==> src/rtl/spw_rx_pkg.sv <==
package spw_rx_pkg;

	// --------------------
	// Control codes, bits 3..2 of a control character
	localparam logic [1:0] ctrl_fct = 2'd0;
	localparam logic [1:0] ctrl_eop = 2'd1;
	localparam logic [1:0] ctrl_eep = 2'd2;
	localparam logic [1:0] ctrl_esc = 2'd3;

	// Character lengths on the line, parity and flag included
	localparam int ctrl_char_bits = 4;
	localparam int data_char_bits = 10;

	// --------------------
	// Status word, top bit down:
	// prev control, current control, parity error, got bit,
	// then the last token kind (null, nchar, time code, fct)
	// A control field is {0, flag, code}, so FCT reads 4 and ESC reads 7
	localparam int info_w         = 14;
	localparam int info_ctrl_w    = 4;
	localparam int info_prev_lsb  = 10;
	localparam int info_cur_lsb   = 6;
	localparam int info_perr_bit  = 5;
	localparam int info_got_bit   = 4;
	localparam int info_null_bit  = 3;
	localparam int info_nchar_bit = 2;
	localparam int info_time_bit  = 1;
	localparam int info_fct_bit   = 0;

	// --------------------
	// One received character, bit 0 arrived first
	typedef union packed
	{
		struct packed
		{
			logic [5:0] unused; // Zero for a control character
			logic [1:0] code;
			logic       flag;
			logic       parity;
		} ctrl;
		struct packed
		{
			logic [7:0] value;  // LSB first on the line
			logic       flag;
			logic       parity;
		} data;
	} char_word_u;

endpackage

==> src/rtl/ds_bit_sampler.sv <==
`timescale 1ns/1ps

module ds_bit_sampler #(
	parameter int SYNC_STAGES = 2
) (
	input  logic posedge_clk,
	input  logic rx_resetn,
	input  logic rx_din,
	input  logic rx_sin,
	output logic bit_strobe,
	output logic bit_value,
	output logic got_bit
);

	logic [SYNC_STAGES-1:0] din_sync;
	logic [SYNC_STAGES-1:0] sin_sync;
	logic                   din_s;
	logic                   ds_xor;
	logic                   ds_xor_q;   // Edge register
	logic                   ds_edge;

	assign din_s   = din_sync[SYNC_STAGES-1];
	assign ds_xor  = din_s ^ sin_sync[SYNC_STAGES-1];
	assign ds_edge = ds_xor != ds_xor_q; // Every D/S transition is one bit

	// --------------------
	// Input synchronizers
	always_ff @(posedge posedge_clk or negedge rx_resetn)
	begin
		if (!rx_resetn)
		begin
			din_sync <= '0;
			sin_sync <= '0;
		end
		else
		begin
			din_sync[0] <= rx_din;
			sin_sync[0] <= rx_sin;
			for (int i = 1; i < SYNC_STAGES; i++)
			begin
				din_sync[i] <= din_sync[i-1];
				sin_sync[i] <= sin_sync[i-1];
			end
		end
	end

	// --------------------
	// Edge detect and bit strobe
	always_ff @(posedge posedge_clk or negedge rx_resetn)
	begin
		if (!rx_resetn)
		begin
			ds_xor_q   <= 1'b0;
			bit_strobe <= 1'b0;
			got_bit    <= 1'b0;
		end
		else
		begin
			ds_xor_q   <= ds_xor;
			bit_strobe <= ds_edge;
			if (ds_edge)
				got_bit <= 1'b1; // Held until reset
		end
	end

	always_ff @(posedge posedge_clk)
	begin
		bit_value <= din_s; // Data line carries the bit
	end

endmodule

==> src/rtl/char_assembler.sv <==
`timescale 1ns/1ps

module char_assembler (
	input  logic                   posedge_clk,
	input  logic                   rx_resetn,
	input  logic                   bit_strobe,
	input  logic                   bit_value,
	output logic                   char_valid,
	output logic                   char_is_control,
	output spw_rx_pkg::char_word_u char_word
);

	localparam logic [3:0] ctrl_last = 4'(spw_rx_pkg::ctrl_char_bits - 1);
	localparam logic [3:0] data_last = 4'(spw_rx_pkg::data_char_bits - 1);

	logic [3:0]             bit_cnt;    // Position of the next bit
	logic                   ctrl_q;     // Flag of the character in progress
	logic [9:0]             shift_q;
	logic [9:0]             shift_next;
	logic                   ctrl_next;
	logic [3:0]             last_pos;
	logic                   last_bit;
	spw_rx_pkg::char_word_u word_next;

	// --------------------
	// Bit placement and length
	always_comb
	begin
		shift_next          = shift_q;
		shift_next[bit_cnt] = bit_value;

		// Flag is the second bit, length known from then on
		ctrl_next = (bit_cnt == 4'd1) ? bit_value : ctrl_q;
		last_pos  = ctrl_next ? ctrl_last : data_last;
		last_bit  = bit_strobe && (bit_cnt == last_pos);

		word_next = shift_next;
		if (ctrl_next)
			word_next.ctrl.unused = '0; // Stale data bits above the code
	end

	always_ff @(posedge posedge_clk or negedge rx_resetn)
	begin
		if (!rx_resetn)
		begin
			bit_cnt    <= '0;
			ctrl_q     <= 1'b0;
			char_valid <= 1'b0;
		end
		else
		begin
			char_valid <= last_bit;
			if (bit_strobe)
			begin
				ctrl_q <= ctrl_next;
				if (last_bit)
					bit_cnt <= '0;
				else
					bit_cnt <= bit_cnt + 4'd1;
			end
		end
	end

	// --------------------
	// Shift register and character output
	always_ff @(posedge posedge_clk)
	begin
		if (bit_strobe)
			shift_q <= shift_next;

		if (last_bit)
		begin
			char_word       <= word_next;
			char_is_control <= ctrl_next;
		end
	end

endmodule

==> src/rtl/token_detector.sv <==
`timescale 1ns/1ps

module token_detector (
	input  logic                            posedge_clk,
	input  logic                            rx_resetn,
	input  logic                            char_valid,
	input  logic                            char_is_control,
	input  logic                            got_bit,
	input  spw_rx_pkg::char_word_u          char_word,
	output logic                            null_seen,
	output logic                            fct_seen,
	output logic                            nchar_valid,
	output logic                            nchar_eop,
	output logic                            nchar_eep,
	output logic                            time_valid,
	output logic                            got_null,
	output logic                            parity_error,
	output logic [7:0]                      nchar_data,
	output logic [7:0]                      time_code,
	output logic [spw_rx_pkg::info_w-1:0] info
);

	logic       prev_par;    // XOR of the data bits of the last character
	logic       esc_pending;
	logic [3:0] prev_ctrl;
	logic [3:0] cur_ctrl;

	// Last token kind, one-hot
	logic       last_null;
	logic       last_nchar;
	logic       last_time;
	logic       last_fct;

	logic [1:0] code;
	logic [3:0] ctrl_field;
	logic       par_ok;
	logic       data_par;
	logic       is_ctrl;
	logic       is_data;
	logic       tok_null;
	logic       tok_fct;
	logic       tok_nchar;
	logic       tok_time;
	logic       tok_any;

	// --------------------
	// Decode of the incoming character
	always_comb
	begin
		code       = char_word.ctrl.code;
		ctrl_field = {1'b0, char_word.ctrl.flag, code};

		// Parity covers the previous data bits plus this parity and flag
		par_ok   = prev_par ^ char_word.ctrl.parity ^ char_word.ctrl.flag;
		data_par = char_is_control ? ^code : ^char_word.data.value;

		is_ctrl = char_valid && char_is_control;
		is_data = char_valid && !char_is_control;

		tok_null  = is_ctrl && (code == spw_rx_pkg::ctrl_fct) && esc_pending;
		tok_fct   = is_ctrl && (code == spw_rx_pkg::ctrl_fct) && !esc_pending;
		tok_time  = is_data && esc_pending;
		tok_nchar = (is_data && !esc_pending) ||
			(is_ctrl && (code == spw_rx_pkg::ctrl_eop || code == spw_rx_pkg::ctrl_eep));
		tok_any   = tok_null | tok_fct | tok_time | tok_nchar; // ESC alone is no token
	end

	// --------------------
	// Control state and token strobes
	always_ff @(posedge posedge_clk or negedge rx_resetn)
	begin
		if (!rx_resetn)
		begin
			null_seen    <= 1'b0;
			fct_seen     <= 1'b0;
			nchar_valid  <= 1'b0;
			time_valid   <= 1'b0;
			got_null     <= 1'b0;
			parity_error <= 1'b0;
			prev_par     <= 1'b0;  // No previous character yet
			esc_pending  <= 1'b0;
			prev_ctrl    <= '0;
			cur_ctrl     <= '0;
			last_null    <= 1'b0;
			last_nchar   <= 1'b0;
			last_time    <= 1'b0;
			last_fct     <= 1'b0;
		end
		else
		begin
			null_seen   <= tok_null;
			fct_seen    <= tok_fct;
			nchar_valid <= tok_nchar;
			time_valid  <= tok_time;

			if (char_valid)
			begin
				prev_par    <= data_par;
				esc_pending <= char_is_control && (code == spw_rx_pkg::ctrl_esc);
				if (!par_ok)
					parity_error <= 1'b1; // Sticky
				if (char_is_control)
				begin
					prev_ctrl <= cur_ctrl;
					cur_ctrl  <= ctrl_field;
				end
			end

			if (tok_null)
				got_null <= 1'b1;

			if (tok_any)
			begin
				last_null  <= tok_null;
				last_nchar <= tok_nchar;
				last_time  <= tok_time;
				last_fct   <= tok_fct;
			end
		end
	end

	// Token payload
	always_ff @(posedge posedge_clk)
	begin
		if (tok_nchar)
		begin
			nchar_data <= char_is_control ? 8'h00 : char_word.data.value;
			nchar_eop  <= char_is_control && (code == spw_rx_pkg::ctrl_eop);
			nchar_eep  <= char_is_control && (code == spw_rx_pkg::ctrl_eep);
		end
		if (tok_time)
			time_code <= char_word.data.value;
	end

	// --------------------
	// Status word
	always_comb
	begin
		info = '0;
		info[spw_rx_pkg::info_prev_lsb +: spw_rx_pkg::info_ctrl_w] = prev_ctrl;
		info[spw_rx_pkg::info_cur_lsb +: spw_rx_pkg::info_ctrl_w]  = cur_ctrl;
		info[spw_rx_pkg::info_perr_bit]  = parity_error;
		info[spw_rx_pkg::info_got_bit]   = got_bit;
		info[spw_rx_pkg::info_null_bit]  = last_null;
		info[spw_rx_pkg::info_nchar_bit] = last_nchar;
		info[spw_rx_pkg::info_time_bit]  = last_time;
		info[spw_rx_pkg::info_fct_bit]   = last_fct;
	end

endmodule

==> src/rtl/spw_rx_top.sv <==
`timescale 1ns/1ps

module spw_rx_top #(
	parameter int SYNC_STAGES = 2
) (
	input  logic                            posedge_clk,
	input  logic                            rx_resetn,
	input  logic                            rx_din,
	input  logic                            rx_sin,
	output logic                            got_bit,
	output logic                            null_seen,
	output logic                            fct_seen,
	output logic                            nchar_valid,
	output logic                            nchar_eop,
	output logic                            nchar_eep,
	output logic                            time_valid,
	output logic                            got_null,
	output logic                            parity_error,
	output logic [7:0]                      nchar_data,
	output logic [7:0]                      time_code,
	output logic [spw_rx_pkg::info_w-1:0] info
);

	// --------------------
	// Bit level
	logic bit_strobe;
	logic bit_value;

	ds_bit_sampler #(
		.SYNC_STAGES(SYNC_STAGES)
	) ds_bit_sampler_i (
		.posedge_clk (posedge_clk),
		.rx_resetn   (rx_resetn),
		.rx_din      (rx_din),
		.rx_sin      (rx_sin),
		.bit_strobe  (bit_strobe),
		.bit_value   (bit_value),
		.got_bit     (got_bit)
	);

	// --------------------
	// Character level
	logic                   char_valid;
	logic                   char_is_control;
	spw_rx_pkg::char_word_u char_word;

	char_assembler char_assembler_i (
		.posedge_clk     (posedge_clk),
		.rx_resetn       (rx_resetn),
		.bit_strobe      (bit_strobe),
		.bit_value       (bit_value),
		.char_valid      (char_valid),
		.char_is_control (char_is_control),
		.char_word       (char_word)
	);

	// Tokens and status
	token_detector token_detector_i (
		.posedge_clk     (posedge_clk),
		.rx_resetn       (rx_resetn),
		.char_valid      (char_valid),
		.char_is_control (char_is_control),
		.got_bit         (got_bit),
		.char_word       (char_word),
		.null_seen       (null_seen),
		.fct_seen        (fct_seen),
		.nchar_valid     (nchar_valid),
		.nchar_eop       (nchar_eop),
		.nchar_eep       (nchar_eep),
		.time_valid      (time_valid),
		.got_null        (got_null),
		.parity_error    (parity_error),
		.nchar_data      (nchar_data),
		.time_code       (time_code),
		.info            (info)
	);

endmodule

==> config.mk <==
export PLATFORM = sky130hd
export DESIGN_NAME = spw_rx_top
export DESIGN_NICKNAME = d
export VERILOG_FILES = /design/src/rtl/spw_rx_pkg.sv /design/src/rtl/ds_bit_sampler.sv /design/src/rtl/char_assembler.sv /design/src/rtl/token_detector.sv /design/src/rtl/spw_rx_top.sv
export SDC_FILE = /design/constraint.sdc
export NUM_CORES = 1
export LEC_CHECK = 0
export BUFFER_PORTS_ARGS = -buffer_cell sky130_fd_sc_hd__buf_4
export CORE_AREA = 2 2 114 116
export DETAILED_ROUTE_END_ITERATION = 8
export DIE_AREA = 0 0 116 118
export PLACE_DENSITY = 0.41
export SLEW_MARGIN = 20
export SYNTH_ARGS = -nofsm -noshare
export SYNTH_HDL_FRONTEND = slang
export SYNTH_HIERARCHICAL = 1
export SYNTH_SLANG_ARGS = --single-unit
==> constraint.sdc <==
create_clock -name posedge_clk -period 2.7 [get_ports posedge_clk]
set_clock_uncertainty 0.2 [all_clocks]
set_input_delay 0.27 -clock posedge_clk [delete_from_list [all_inputs] [get_ports posedge_clk]]
set_output_delay 0.27 -clock posedge_clk [all_outputs]
set_load 0.05 [all_outputs]
==> results.txt <==
Floorplan row count = 41
# clock sinks = 71
Starting density of the core = 0.2443
Max IR drop VDD = 0.3454 mV
Total chip power = 4.140 mW
Pleak = 1.618 nW
Fill cells = 1278
1st-pass router iterations = 3
Endpoints failing setup = 0
Final Max Tran Viols = 0
Layout area overhead = 25.83%
Slew margin rel. = 0.6388
Initial antenna violation count = 0
Ys async rst share = 0.4366
DRT Wirelength = 5193 microns
Post-route setup TNS = 0 ps
Outcome = completed
Reg2Reg Capture Point = char_assembler_i/char_word[0]
Hold WS = 145.8 ps
Largest family of logic cells by synthesized area = simple AND/OR/NAND/NOR gates
Clock transition at the registers of the reported paths = 60 ps
CTS root buf = clkbuf_16
Placed instance count = 410
Post-CTS sizing = 0
All-Layer GR Usage = 0.08215
Total CTS buffers = 9
Final period util = 0.7500
Crit path DAT = 1900 ps
Hold depth = 0
R2R setup slack = 680 ps
Ys flop type = edfxtp_1
Initial DRC Count = 79
Syn avg cell area = 14.58 sq um
Most frequent cell after synthesis = edfxtp_1
Compound-cell area share of the yosys netlist = 0.04620
Power per cell area = 1085 nW/um^2
R2r startpoint = char_assembler_i/bit_cnt[1]
WP data required = 2580 ps
Post-Synth Simple-Gate Area = 0.1134
Post-synthesis register bit count = 71
Crit path cell chain = inv_1 > ha_1 > nand2b_1 > mux2_2 > o2bb2ai_1 > buf_4
Via Count = 1640
Routed length on met1 = 2436 microns
Global-route wire length before repair = 8583 microns
Pin count of the biggest net entering global routing = 32
H-tree Lvls = 3
Seq/Total Area, Yosys = 0.6485
Clk_lat worst skew = 330 ps
CTS tree = done
GR Overflow Total = 0
Max Clock Freq = 0.4938 GHz
Post-synth EDFFs = 39
Tightest Pin Transition = 541.8 ps
Synth area leaders = edfxtp_1 (39%), dfrtp_1 (26%), mux2_4 (3.5%)
Die X = 116 microns
Die H = 118 microns
Layout cells sized above 1 = 0.3113
Wire per inst = 12.10 microns
Die footprint = 13690 sq um
Routed Antenna Nets = 0
Ant. Diodes = 0
CP endpoint kind = register
Final #Nets = 264
Top post-synthesis cells by count = edfxtp_1 (39), dfrtp_1 (31), nand2_1 (12), nor2b_1 (12), nor2_1 (10)
DR WL met2 = 2363 microns
Hold path endpoint = ds_bit_sampler_i/sin_sync[1]
Syn. warnings = 6
Top Layer Used = met4
Mux cell area share after synthesis = 0.08210
Ports = 43
CP Max Fanout = 12
Min-delay src = ds_bit_sampler_i/sin_sync[0]
Met3 wire len = 273 microns
Worst setup SP type = register
Gpl congestion = 0.7029
WS Path Type = register to register
Max Root-Sink Buffers = 2
Adder-cell share of the synthesized area = 0.03300
Drt drc = 0
Family with the most delay on the worst path = flip-flops
Area leader, netlist = edfxtp_1
Worst stage delay on the critical path = 440 ps
Final Hold Viols = 0
Share of the synthesized area in the top cell type = 0.3861
Tmin final = 2025 ps
Synthesized area = 3033 sq um
Worst Hold Class = register to register
Worst Path Buf+Inv = 2
CORE AREA = 12410 sq um
Vias in the first global route = 1703
Xor/xnor share of the synthesized area = 0.03300
R2R depth = 6
Max cap viols = 0
Post-CTS Setup Bufs = 0
Port bufs = 40
Via density per instance = 3.823
Slowest CP cell = dfrtp_1
Count of cell types in the netlist = 42
Post-Syn Instances = 208
Non-Filler Instances = 429
DP HPWL = 3510 microns
RSZ-0062 raised after global routing = no
Final core utilization = 0.3074
layer usage:
layer  global-route usage  vias up
li1                     -      811
met1              0.09993      777
met2               0.1221       41
met3              0.03450       11
met4              0.04464        0
met5                    0        -
layout make-up:
class | instances | area (sq um) | area share
well taps | 172 | 215.2 | 0.05639
flip-flops and latches | 71 | 1967 | 0.5154
clock inverters | 7 | 77.57 | 0.02033
repair buffers | 47 | 360.3 | 0.09443
inverters | 8 | 30.03 | 0.007869
multi-input cells | 115 | 940.9 | 0.2466
clock buffers | 9 | 225.2 | 0.05902
how the worst max path moves through the flow:
stage                                        startpoint                          endpoint  cells past startpoint
after floorplan             ds_bit_sampler_i/bit_strobe  char_assembler_i/char_is_control                      3
after global placement      char_assembler_i/bit_cnt[2]     char_assembler_i/char_word[7]                      4
after detailed placement    char_assembler_i/bit_cnt[2]     char_assembler_i/char_word[6]                      4
after CTS                   char_assembler_i/bit_cnt[1]     char_assembler_i/char_word[0]                      6
after global routing      char_assembler_i/char_word[2]    token_detector_i/nchar_data[3]                      6
final                       char_assembler_i/bit_cnt[1]     char_assembler_i/char_word[0]                      6
through the flow:
step / worst slack (ps) / area (sq um)
5_1_grt: 569.8 / 3816
4_1_cts: 670.7 / 3816
2_1_floorplan: 643.6 / 3037
6_report: 675.1 / 3816
3_3_place_gp: 698.2 / 3483
3_5_place_dp: 687.2 / 3483
flip-flops by register name, indices dropped and copies added, names as in the netlist, 2 cells and up:
name / cells
token_detector_i/prev_ctrl: 3
char_assembler_i/shift_q: 10
char_assembler_i/bit_cnt: 4
token_detector_i/cur_ctrl: 3
ds_bit_sampler_i/sin_sync: 2
char_assembler_i/char_word: 10
ds_bit_sampler_i/din_sync: 2
token_detector_i/nchar_data: 8
token_detector_i/time_code: 8
power breakdown:
group,total [mW],internal [mW],leakage (nW),switching [mW]
clock network,1.19,0.724,0.147,0.470
logic,1.29,0.527,0.713,0.762
registers,1.66,1.45,0.758,0.210
timing repair:
action / CTS / global route
hold buffers: 3 / 0
setup endpoints to repair: 0 / 0
hold endpoints to repair: 33 / 0
cells in the final DEF (no fill, tap or decap), types with 2 or more instances in the layout:
| cell type | count |
|---|---|
| nand3b_1 | 5 |
| nor2b_1 | 12 |
| nor2b_4 | 2 |
| buf_4 | 44 |
| a22o_1 | 2 |
| mux2_2 | 5 |
| mux2_4 | 7 |
| edfxtp_1 | 39 |
| nand3_1 | 3 |
| nand3b_4 | 2 |
| and2_1 | 2 |
| a31oi_1 | 2 |
| dlygate4sd3_1 | 3 |
| a32o_1 | 2 |
| nand2_1 | 12 |
| inv_6 | 3 |
| a21oi_1 | 3 |
| conb_1 | 2 |
| xor2_1 | 3 |
| clkbuf_16 | 9 |
| o21ai_0 | 7 |
| nand2b_1 | 2 |
| xnor2_1 | 4 |
| mux2i_1 | 2 |
| ha_1 | 8 |
| nor2_1 | 10 |
| dfrtp_1 | 31 |
| inv_1 | 8 |
| mux2_1 | 6 |
kinds of logic (layout without fill, tap and decap cells):
group | count (synthesis) | after routing
buffers and inverters | 23 | 71
multiplexers | 20 | 20
adder cells (fa/ha/maj) | 8 | 8
XOR/XNOR | 9 | 9
AO/OA/AOI/OAI | 21 | 21
flip-flops | 71 | 71
other | 1 | 2
AND/OR/NAND/NOR | 55 | 55
No activity file was read; power rests on OpenSTA's default activity.
